$ cat src/rtl/scpad_pkg.sv
package scpad_pkg;

    // address and data widths
    localparam int DRAM_ADDR_WIDTH = 32;
    localparam int SPAD_ADDR_WIDTH = 20;
    localparam int DATA_WIDTH      = 32;

    // transfer shape
    localparam int ROW_WIDTH = 5;
    localparam int COL_WIDTH = 6;
    localparam int SUB_WIDTH = 3;

    // byte spacing, same in dram and scratchpad
    localparam int ROW_STRIDE  = 32;
    localparam int BURST_BYTES = 4;
    localparam int ROW_SHIFT   = $clog2(ROW_STRIDE);
    localparam int BURST_SHIFT = $clog2(BURST_BYTES);

    // burst count per row holds 1..8, so one bit wider than the index
    localparam int BCNT_WIDTH = SUB_WIDTH + 1;
    localparam int MAX_BURSTS = 1 << SUB_WIDTH;
    // total bursts per transfer, rows x bursts
    localparam int CNT_WIDTH  = ROW_WIDTH + SUB_WIDTH;

    // request tag layout: {engine, row, burst}
    localparam int DRAM_ID_WIDTH = 1 + ROW_WIDTH + SUB_WIDTH;
    localparam int ID_SUB_LSB    = 0;
    localparam int ID_ROW_LSB    = SUB_WIDTH;
    localparam int ID_ENG_BIT    = SUB_WIDTH + ROW_WIDTH;

    // scheduler descriptor, low address bits ignored
    typedef struct packed {
        logic                       valid;
        logic [DRAM_ADDR_WIDTH-1:0] dram_addr;
        logic [SPAD_ADDR_WIDTH-1:0] spad_addr;
        logic [ROW_WIDTH-1:0]       num_rows;
        logic [COL_WIDTH-1:0]       num_cols;
    } sched_req_t;

    // dram read request
    typedef struct packed {
        logic                       valid;
        logic [DRAM_ID_WIDTH-1:0]   id;
        logic [DRAM_ADDR_WIDTH-1:0] dram_addr;
    } dram_req_t;

    // dram read response, any order
    typedef struct packed {
        logic                     valid;
        logic [DRAM_ID_WIDTH-1:0] id;
        logic [DATA_WIDTH-1:0]    rdata;
    } dram_res_t;

    // scratchpad write port
    typedef struct packed {
        logic                       valid;
        logic [SPAD_ADDR_WIDTH-1:0] addr;
        logic [DATA_WIDTH-1:0]      wdata;
    } sram_wr_t;

    // load engine states
    typedef enum logic [1:0] {
        BE_IDLE,
        BE_ISSUE,
        BE_DRAIN
    } be_state_e;

endpackage

$ cat src/rtl/backend.sv
`timescale 1ns/1ns

module backend #(
    parameter logic IDX = 1'b0
) (
    input  logic                                  bshif,
    input  logic                                  arst_n,
    input  scpad_pkg::sched_req_t                 sched_req,
    output logic                                  sched_credit,
    output scpad_pkg::dram_req_t                  req,
    input  logic                                  grant,
    output logic [scpad_pkg::SPAD_ADDR_WIDTH-1:0] spad_base,
    input  logic                                  wr_done
);
    import scpad_pkg::*;

    be_state_e state;

    // latched descriptor with row aligned bases
    logic [DRAM_ADDR_WIDTH-ROW_SHIFT-1:0] dram_row_base;
    logic [SPAD_ADDR_WIDTH-ROW_SHIFT-1:0] spad_row_base;
    logic [ROW_WIDTH-1:0]                 num_rows;
    logic [BCNT_WIDTH-1:0]                num_bursts;
    logic [CNT_WIDTH-1:0]                 total;

    // issue position and completed writes
    logic [ROW_WIDTH-1:0] row;
    logic [SUB_WIDTH-1:0] sub;
    logic [CNT_WIDTH-1:0] done_cnt;

    logic [COL_WIDTH:0]             col_round;
    logic [COL_WIDTH-BURST_SHIFT:0] col_bursts;
    logic [BCNT_WIDTH-1:0]          bursts_in;
    logic                           accept;
    logic                           last_sub;
    logic                           last_row;
    logic                           last_write;

    // bursts per row from the incoming column count
    always_comb begin
        // round up to whole bursts
        col_round  = {1'b0, sched_req.num_cols} + (COL_WIDTH+1)'(BURST_BYTES - 1);
        col_bursts = col_round[COL_WIDTH:BURST_SHIFT];
        // clamp to 1..8
        if (col_bursts == '0) begin
            bursts_in = BCNT_WIDTH'(1);
        end else if (col_bursts > MAX_BURSTS) begin
            bursts_in = BCNT_WIDTH'(MAX_BURSTS);
        end else begin
            bursts_in = BCNT_WIDTH'(col_bursts);
        end
    end

    assign accept     = (state == BE_IDLE) && sched_req.valid;
    assign last_sub   = ({1'b0, sub} == num_bursts - BCNT_WIDTH'(1));
    assign last_row   = (row == num_rows - ROW_WIDTH'(1));
    assign last_write = (done_cnt == total - CNT_WIDTH'(1));

    // descriptor capture in idle only
    always_ff @(posedge bshif) begin
        if (accept) begin
            dram_row_base <= sched_req.dram_addr[DRAM_ADDR_WIDTH-1:ROW_SHIFT];
            spad_row_base <= sched_req.spad_addr[SPAD_ADDR_WIDTH-1:ROW_SHIFT];
            num_rows      <= sched_req.num_rows;
            num_bursts    <= bursts_in;
            total         <= CNT_WIDTH'(sched_req.num_rows) * CNT_WIDTH'(bursts_in);
        end
    end

    // engine fsm
    always_ff @(posedge bshif or negedge arst_n) begin
        if (!arst_n) begin
            state        <= BE_IDLE;
            row          <= '0;
            sub          <= '0;
            done_cnt     <= '0;
            sched_credit <= 1'b0;
        end else begin
            sched_credit <= 1'b0;
            case (state)
                BE_IDLE: begin
                    if (sched_req.valid) begin
                        row      <= '0;
                        sub      <= '0;
                        done_cnt <= '0;
                        state    <= BE_ISSUE;
                    end
                end
                BE_ISSUE: begin
                    // step burst then row on each grant
                    if (grant) begin
                        if (last_sub) begin
                            sub <= '0;
                            if (last_row) begin
                                state <= BE_DRAIN;
                            end else begin
                                row <= row + ROW_WIDTH'(1);
                            end
                        end else begin
                            sub <= sub + SUB_WIDTH'(1);
                        end
                    end
                end
                BE_DRAIN: begin
                    // last write seen so hand the credit back
                    if (wr_done && last_write) begin
                        state        <= BE_IDLE;
                        sched_credit <= 1'b1;
                    end
                end
                default: begin
                    state <= BE_IDLE;
                end
            endcase
            // writes can land while still issuing
            if (wr_done && (state != BE_IDLE)) begin
                done_cnt <= done_cnt + CNT_WIDTH'(1);
            end
        end
    end

    // read request held until granted
    always_comb begin
        req.valid = (state == BE_ISSUE);
        req.id    = '0;
        req.id[ID_ENG_BIT]               = IDX;
        req.id[ID_ROW_LSB +: ROW_WIDTH]  = row;
        req.id[ID_SUB_LSB +: SUB_WIDTH]  = sub;
        // base + row stride + burst offset
        req.dram_addr = {dram_row_base, {ROW_SHIFT{1'b0}}}
                      + (DRAM_ADDR_WIDTH'(row) << ROW_SHIFT)
                      + (DRAM_ADDR_WIDTH'(sub) << BURST_SHIFT);
    end

    // aligned base for the write latch
    assign spad_base = {spad_row_base, {ROW_SHIFT{1'b0}}};

    // writes only come back for a running transfer
    a_done_busy: assert property (@(posedge bshif) disable iff (!arst_n)
        wr_done |-> state != BE_IDLE)
        else $error("backend %0d write completion while idle", IDX);

    // scheduler holds no credit while a transfer runs
    a_desc_idle: assert property (@(posedge bshif) disable iff (!arst_n)
        sched_req.valid |-> state == BE_IDLE)
        else $error("backend %0d descriptor outside idle", IDX);

endmodule

$ cat src/rtl/dram_req_arbiter.sv
`timescale 1ns/1ns

module dram_req_arbiter #(
    parameter int CREDITS = 4
) (
    input  logic                 bshif,
    input  logic                 arst_n,
    input  scpad_pkg::dram_req_t req_0,
    input  scpad_pkg::dram_req_t req_1,
    output logic                 grant_0,
    output logic                 grant_1,
    output scpad_pkg::dram_req_t dram_req,
    input  logic                 dram_credit
);
    import scpad_pkg::*;

    localparam int CRED_WIDTH = $clog2(CREDITS + 1);

    logic [CRED_WIDTH-1:0] credit_cnt;
    // engine 1 won the last grant
    logic                  last_1;
    logic                  has_credit;
    logic                  any_grant;

    // registered bus request
    logic                       req_valid_q;
    logic [DRAM_ID_WIDTH-1:0]   id_q;
    logic [DRAM_ADDR_WIDTH-1:0] addr_q;

    assign has_credit = (credit_cnt != '0);

    // round robin gated by credit
    always_comb begin
        grant_0 = 1'b0;
        grant_1 = 1'b0;
        if (has_credit) begin
            if (req_0.valid && req_1.valid) begin
                // whoever lost last time goes now
                grant_0 = last_1;
                grant_1 = !last_1;
            end else begin
                grant_0 = req_0.valid;
                grant_1 = req_1.valid;
            end
        end
    end

    assign any_grant = grant_0 | grant_1;

    always_ff @(posedge bshif or negedge arst_n) begin
        if (!arst_n) begin
            credit_cnt  <= CRED_WIDTH'(CREDITS);
            last_1      <= 1'b1;
            req_valid_q <= 1'b0;
        end else begin
            req_valid_q <= any_grant;
            if (any_grant) begin
                last_1 <= grant_1;
            end
            // spend on grant and refill on credit pulse
            case ({any_grant, dram_credit})
                2'b10: begin
                    credit_cnt <= credit_cnt - CRED_WIDTH'(1);
                end
                2'b01: begin
                    // saturate at the initial pool
                    if (credit_cnt != CRED_WIDTH'(CREDITS)) begin
                        credit_cnt <= credit_cnt + CRED_WIDTH'(1);
                    end
                end
                default: begin
                    credit_cnt <= credit_cnt;
                end
            endcase
        end
    end

    // winner payload one cycle after grant
    always_ff @(posedge bshif) begin
        if (grant_0) begin
            id_q   <= req_0.id;
            addr_q <= req_0.dram_addr;
        end else if (grant_1) begin
            id_q   <= req_1.id;
            addr_q <= req_1.dram_addr;
        end
    end

    assign dram_req = '{valid: req_valid_q, id: id_q, dram_addr: addr_q};

    // engine left waiting takes the next grant
    a_turn_0: assert property (@(posedge bshif) disable iff (!arst_n)
        grant_1 && req_0.valid |=> !grant_1)
        else $error("engine 0 passed over for a second grant");

    a_turn_1: assert property (@(posedge bshif) disable iff (!arst_n)
        grant_0 && req_1.valid |=> !grant_0)
        else $error("engine 1 passed over for a second grant");

    // a returned credit needs a read outstanding
    a_credit_max: assert property (@(posedge bshif) disable iff (!arst_n)
        dram_credit |-> credit_cnt != CRED_WIDTH'(CREDITS))
        else $error("dram credit returned with the pool already full");

endmodule

$ cat src/rtl/sram_write_latch.sv
`timescale 1ns/1ns

module sram_write_latch (
    input  logic                                  bshif,
    input  logic                                  arst_n,
    input  scpad_pkg::dram_res_t                  dram_res,
    input  logic [scpad_pkg::SPAD_ADDR_WIDTH-1:0] spad_base_0,
    input  logic [scpad_pkg::SPAD_ADDR_WIDTH-1:0] spad_base_1,
    output scpad_pkg::sram_wr_t                   sram_wr,
    output logic                                  wr_done_0,
    output logic                                  wr_done_1
);
    import scpad_pkg::*;

    // decoded response tag
    logic                 owner;
    logic [ROW_WIDTH-1:0] res_row;
    logic [SUB_WIDTH-1:0] res_sub;

    logic [SPAD_ADDR_WIDTH-1:0] owner_base;
    logic [SPAD_ADDR_WIDTH-1:0] wr_addr;

    // write stage
    logic                       wr_valid_q;
    logic [SPAD_ADDR_WIDTH-1:0] wr_addr_q;
    logic [DATA_WIDTH-1:0]      wr_data_q;

    always_comb begin
        owner   = dram_res.id[ID_ENG_BIT];
        res_row = dram_res.id[ID_ROW_LSB +: ROW_WIDTH];
        res_sub = dram_res.id[ID_SUB_LSB +: SUB_WIDTH];
        // base of whichever engine issued the read
        owner_base = owner ? spad_base_1 : spad_base_0;
        // same stride rule as the dram side
        wr_addr = owner_base
                + (SPAD_ADDR_WIDTH'(res_row) << ROW_SHIFT)
                + (SPAD_ADDR_WIDTH'(res_sub) << BURST_SHIFT);
    end

    // valid and done pulses
    always_ff @(posedge bshif or negedge arst_n) begin
        if (!arst_n) begin
            wr_valid_q <= 1'b0;
            wr_done_0  <= 1'b0;
            wr_done_1  <= 1'b0;
        end else begin
            wr_valid_q <= dram_res.valid;
            wr_done_0  <= dram_res.valid && !owner;
            wr_done_1  <= dram_res.valid && owner;
        end
    end

    // address and data
    always_ff @(posedge bshif) begin
        if (dram_res.valid) begin
            wr_addr_q <= wr_addr;
            wr_data_q <= dram_res.rdata;
        end
    end

    assign sram_wr = '{valid: wr_valid_q, addr: wr_addr_q, wdata: wr_data_q};

endmodule

$ cat src/rtl/scpad_backend_top.sv
`timescale 1ns/1ns

module scpad_backend_top #(
    parameter int DRAM_CREDITS = 4
) (
    input  logic                  bshif,
    input  logic                  arst_n,
    input  scpad_pkg::sched_req_t sched_req_0,
    input  scpad_pkg::sched_req_t sched_req_1,
    output logic                  sched_credit_0,
    output logic                  sched_credit_1,
    output scpad_pkg::dram_req_t  dram_req,
    input  logic                  dram_credit,
    input  scpad_pkg::dram_res_t  dram_res,
    output scpad_pkg::sram_wr_t   sram_wr
);
    import scpad_pkg::*;

    // engine to arbiter
    dram_req_t req_0;
    dram_req_t req_1;
    logic      grant_0;
    logic      grant_1;

    // engine to write latch
    logic [SPAD_ADDR_WIDTH-1:0] spad_base_0;
    logic [SPAD_ADDR_WIDTH-1:0] spad_base_1;
    logic                       wr_done_0;
    logic                       wr_done_1;

    backend #(.IDX(1'b0)) u_backend_0 (
        .bshif        (bshif),
        .arst_n       (arst_n),
        .sched_req    (sched_req_0),
        .sched_credit (sched_credit_0),
        .req          (req_0),
        .grant        (grant_0),
        .spad_base    (spad_base_0),
        .wr_done      (wr_done_0)
    );

    backend #(.IDX(1'b1)) u_backend_1 (
        .bshif        (bshif),
        .arst_n       (arst_n),
        .sched_req    (sched_req_1),
        .sched_credit (sched_credit_1),
        .req          (req_1),
        .grant        (grant_1),
        .spad_base    (spad_base_1),
        .wr_done      (wr_done_1)
    );

    // shared dram request bus
    dram_req_arbiter #(.CREDITS(DRAM_CREDITS)) u_arbiter (
        .bshif       (bshif),
        .arst_n      (arst_n),
        .req_0       (req_0),
        .req_1       (req_1),
        .grant_0     (grant_0),
        .grant_1     (grant_1),
        .dram_req    (dram_req),
        .dram_credit (dram_credit)
    );

    // responses back into the scratchpad
    sram_write_latch u_write_latch (
        .bshif       (bshif),
        .arst_n      (arst_n),
        .dram_res    (dram_res),
        .spad_base_0 (spad_base_0),
        .spad_base_1 (spad_base_1),
        .sram_wr     (sram_wr),
        .wr_done_0   (wr_done_0),
        .wr_done_1   (wr_done_1)
    );

endmodule

$ cat config.mk
export PLATFORM = sky130hd
export DESIGN_NAME = scpad_backend_top
export DESIGN_NICKNAME = d
export VERILOG_FILES = /design/src/rtl/scpad_pkg.sv /design/src/rtl/backend.sv /design/src/rtl/dram_req_arbiter.sv /design/src/rtl/sram_write_latch.sv /design/src/rtl/scpad_backend_top.sv
export SDC_FILE = /design/constraint.sdc
export NUM_CORES = 1
export LEC_CHECK = 0
export BUFFER_PORTS_ARGS = -buffer_cell sky130_fd_sc_hd__buf_2
export CAP_MARGIN = 10
export CELL_PAD_IN_SITES_DETAIL_PLACEMENT = 1
export CELL_PAD_IN_SITES_GLOBAL_PLACEMENT = 1
export CORE_MARGIN = 2
export CORE_UTILIZATION = 32
export DETAILED_ROUTE_END_ITERATION = 16
export PLACE_DENSITY = 0.6
export SLEW_MARGIN = 0
export SYNTH_ARGS = -nofsm -noshare
export SYNTH_HDL_FRONTEND = slang
export SYNTH_SLANG_ARGS = --single-unit
$ cat constraint.sdc
create_clock -name bshif -period 6.3 [get_ports bshif]
set_clock_uncertainty 0.1 [all_clocks]
set_input_delay 0.63 -clock bshif [delete_from_list [all_inputs] [get_ports bshif]]
set_output_delay 0.63 -clock bshif [all_outputs]
set_load 0.02 [all_outputs]
==> impl_metrics.sql <==
INSERT INTO impl_metrics (metric_group, metric, value, unit) VALUES
('sta', 'clock_period_minus_final_worst_setup_slack', '3.48', 'ns'),
('critical_path', 'path_cells', 'buf_2 -> o21a_1 -> nand2_1 -> xor2_1 -> nor2_1 -> nand2_1 -> fa_1 -> inv_1 -> fa_1 -> ha_1 -> a21o_1 -> a21oi_1 -> o21bai_1 -> a21oi_1 -> xnor2_1', ''),
('synth', 'yosys-mux-area-fraction', '0.0352', ''),
('power_and_ir_drop', 'combinationalPowerShare', '0.280', ''),
('sta', 'achievable-frequency', '287', 'MHz'),
('global_routing', 'global_route_wire_length_before_repair', '51500', 'µm'),
('power_and_ir_drop', 'worst_ir_drop_vdd', '0.204', 'mV'),
('synth', 'synth_compound_area_frac', '0.0890', ''),
('power_and_ir_drop', 'total_power_consumption_of_the_routed_design', '0.00600', 'W'),
('critical_path', 'timing_worst_setup_path_type', 'input pin to register', ''),
('sta', 'timing.setup.tns', '0', 'ns'),
('drt', 'routed_via_density', '4.88', ''),
('synth', 'gate_count_of_the_mapped_netlist', '1020', ''),
('drt', 'vias', '8911', ''),
('power_and_ir_drop', 'share_clk_of_total_power', '0.310', ''),
('clock_network', 'insertion_delay', '0.57', 'ns'),
('critical_path', 'path_depth', '15', ''),
('clock_network', 'ctsRootBufferMaster', 'sky130_fd_sc_hd__clkbuf_16', ''),
('status', 'status', 'finished clean', ''),
('critical_path', 'timing.critical_path.from_type', 'input pin', ''),
('global_routing', 'maximum_number_of_pins_on_one_net_before_global_route_repair', '65', ''),
('placed_design', 'gp_congestion', '0.795', ''),
('sta', 'worst_slack', '2.82', 'ns'),
('critical_path', 'worstReg2RegStart', 'u_backend_0.state[1]', ''),
('critical_path', 'cp_buf_inv_count', '2', ''),
('sta', 'rsz_0062_raised_after_global_routing', 'false', ''),
('critical_path', 'critical_path.startpoint', 'sched_req_1[0]', ''),
('synth', 'combinational_family_with_the_most_area_after_synthesis', 'simple AND/OR/NAND/NOR gates', ''),
('critical_path', 'worstReg2RegEnd', 'u_backend_0.row[0]', ''),
('placed_design', 'buffer_ports.inserted', '245', ''),
('synth', 'synthXorXnorAreaFrac', '0.0852', ''),
('synth', 'synth_edf_count', '203', ''),
('clock_network', 'cts_made_buffers', '30', ''),
('placed_design', 'dp_cell_count', '1770', ''),
('sta', 'report.final.setup_viol', '0', ''),
('synth', 'synth.yosys.seq_area_share', '0.571', ''),
('global_routing', 'antenna_violations_before_repair', '5', ''),
('synth', 'synthFlopType', 'sky130_fd_sc_hd__edfxtp_1', ''),
('clock_network', 'cts-resized-gates', '0', ''),
('cells_and_area', 'final_design_area_no_fill', '15600', 'µm²'),
('synth', 'synth_simple_gate_area_share', '0.116', ''),
('global_routing', 'number_of_global_route_vias_before_repair', '9095', ''),
('critical_path', 'worstPathMaxFanout', '6', ''),
('power_and_ir_drop', 'p_sw_frac', '0.336', ''),
('sta', 'max_slew_margin', '0.383', ''),
('sta', 'slew_viol_final', '0', ''),
('placed_design', 'dpl-instance-area', '14500', 'µm²'),
('critical_path', 'cpLargestDelayFamily', 'adder cells', ''),
('critical_path', 'arrival', '3.70', 'ns'),
('synth', 'yosys.area_share.adder', '0.0733', ''),
('power_and_ir_drop', 'seq_power_share', '0.410', ''),
('floorplan', 'io-pin-count', '270', ''),
('clock_network', 'cts_hold_repair.buffers', '0', ''),
('power_and_ir_drop', 'total_power_divided_by_cell_area', '385', 'nW/µm²'),
('critical_path', 'worst_ep_required_time', '6.51', 'ns'),
('sta', 'final_min_period_over_clock_period', '0.553', ''),
('power_and_ir_drop', 'power_report.internal_total', '0.00398', 'W'),
('cells_and_area', 'post_layout_nonfiller_instances', '1827', ''),
('sta', 'finalHoldViolCount', '0', ''),
('global_routing', 'overflow', '0', ''),
('synth', 'ys_warn_count', '0', ''),
('critical_path', 'element_type_at_the_critical_path_end', 'register', ''),
('synth', 'synth_cell_type_count', '69', ''),
('power_and_ir_drop', 'power.leakage', '6.41', 'nW'),
('drt', 'route.detailed.drc', '0', ''),
('drt', 'routed_wl', '33200', 'µm'),
('clock_network', 'postCtsSetupBuffers', '0', ''),
('floorplan', 'fp.dieArea', '41400', 'µm²'),
('hold_path', 'min-delay-path-class', 'input pin to asynchronous set/reset pin', ''),
('global_routing', 'grt_util_all_layers', '0.159', ''),
('floorplan', 'initial_utilization', '0.323', '');
power by group through the flow:
stage	Sequential (W)	Combinational (W)	Clock (W)
global placement	0.00249	0.00167	0
floorplan	0.00260	0.00101	0
detailed placement	0.00249	0.00170	0
CTS	0.00247	0.00172	0.00192
finish	0.00246	0.00168	0.00186
global route	0.00251	0.00186	0.00199
cells in the final DEF, fill, tap and decap left out, types with 20 or more instances in the layout:
| cell type | synthesis | final |
|---|---|---|
| sky130_fd_sc_hd__clkbuf_16 | 0 | 31 |
| sky130_fd_sc_hd__xnor2_1 | 56 | 56 |
| sky130_fd_sc_hd__xor2_1 | 59 | 59 |
| sky130_fd_sc_hd__inv_1 | 56 | 55 |
| sky130_fd_sc_hd__nor3_1 | 21 | 20 |
| sky130_fd_sc_hd__dfrtp_1 | 44 | 44 |
| sky130_fd_sc_hd__and2_1 | 35 | 35 |
| sky130_fd_sc_hd__a21oi_1 | 23 | 23 |
| sky130_fd_sc_hd__buf_2 | 9 | 245 |
| sky130_fd_sc_hd__nand3_1 | 28 | 28 |
| sky130_fd_sc_hd__edfxtp_1 | 203 | 203 |
| sky130_fd_sc_hd__nand2_1 | 76 | 76 |
| sky130_fd_sc_hd__o21ai_0 | 48 | 48 |
| sky130_fd_sc_hd__mux2i_1 | 35 | 35 |
| sky130_fd_sc_hd__nor2_1 | 42 | 42 |
| sky130_fd_sc_hd__ha_1 | 49 | 49 |
final cells by class:
type                    instances  area, µm²  share of cell area
clock inverters                21        272              0.0174
clock buffers                  35        801              0.0513
well taps                     525        657              0.0421
flip-flops and latches        250       7270               0.466
repair buffers                254       1290              0.0829
diodes                          1       2.50            0.000160
inverters                      57        214              0.0137
multi-input cells             684       5090               0.326
state kept, by name, summed over array words and instances, names as in the netlist, 15 cells and up:
signal                     cells
u_backend_0.spad_row_base     15
u_backend_1.spad_row_base     15
u_write_latch.wr_addr_q       18
u_backend_0.dram_row_base     27
u_backend_1.dram_row_base     27
u_write_latch.wr_data_q       32
u_arbiter.addr_q              30
layer usage:
| layer | part of all wire | global-route usage |
|---|---|---|
| met1 | 0.44 | 0.208 |
| met2 | 0.49 | 0.273 |
| met3 | 0.053 | 0.0249 |
| met4 | 0.023 | 0.0443 |
| met5 | 0 | 0 |
worst min-delay path by stage:
stage | cells after the start | slack [ns] | endpoint | start
floorplan | 0 | 0.23 | u_arbiter.credit_cnt[0] | arst_n
global placement | 2 | 0.41 | u_arbiter.last_1 | u_arbiter.last_1
detailed placement | 2 | 0.42 | u_arbiter.last_1 | u_arbiter.last_1
CTS | 2 | 0.06 | u_backend_1.done_cnt[7] | arst_n
global route | 2 | 0.09 | u_backend_1.done_cnt[7] | arst_n
finish | 2 | 0.06 | u_backend_1.done_cnt[6] | arst_n
kinds of logic after synthesis:
| logic type | count (synthesis) |
|---|---|
| AND/OR/NAND/NOR | 285 |
| flip-flops | 250 |
| AO/OA/AOI/OAI | 168 |
| XOR/XNOR | 119 |
| buffers and inverters | 89 |
| adder cells (fa/ha/maj) | 65 |
| multiplexers | 43 |
| other | 1 |
cells in the mapped netlist (all sizes together) (8+ instances only):
cell / instances / area share
o211ai: 18 / 0.011
nor2: 43 / 0.013
fa: 16 / 0.025
nor4: 13 / 0.0064
o21ai: 54 / 0.022
and2: 36 / 0.018
inv: 57 / 0.017
ha: 49 / 0.048
xnor2: 56 / 0.039
edfxtp: 203 / 0.48
xor2: 61 / 0.043
nor3: 21 / 0.0083
nor3b: 8 / 0.0047
nor2b: 11 / 0.0054
a21o: 9 / 0.0053
mux2: 8 / 0.0077
mux2i: 35 / 0.028
dfrtp: 44 / 0.086
nand2: 76 / 0.022
buf: 21 / 0.010
and3: 15 / 0.0074
clkbuf: 11 / 0.0032
nand3: 28 / 0.011
a21oi: 23 / 0.0090
o2111ai: 18 / 0.012
metrics by stage:
| step | utilization | hold WS, ns |
|---|---|---|
| 2_1_floorplan | - | 0.234 |
| 3_3_place_gp | 0.368 | 0.406 |
| 3_5_place_dp | 0.368 | 0.417 |
| 4_1_cts | 0.395 | 0.0639 |
| 5_1_grt | 0.395 | 0.0862 |
| 6_report | 0.395 | 0.0645 |
Note: power is estimated with default switching activity, not from simulation.
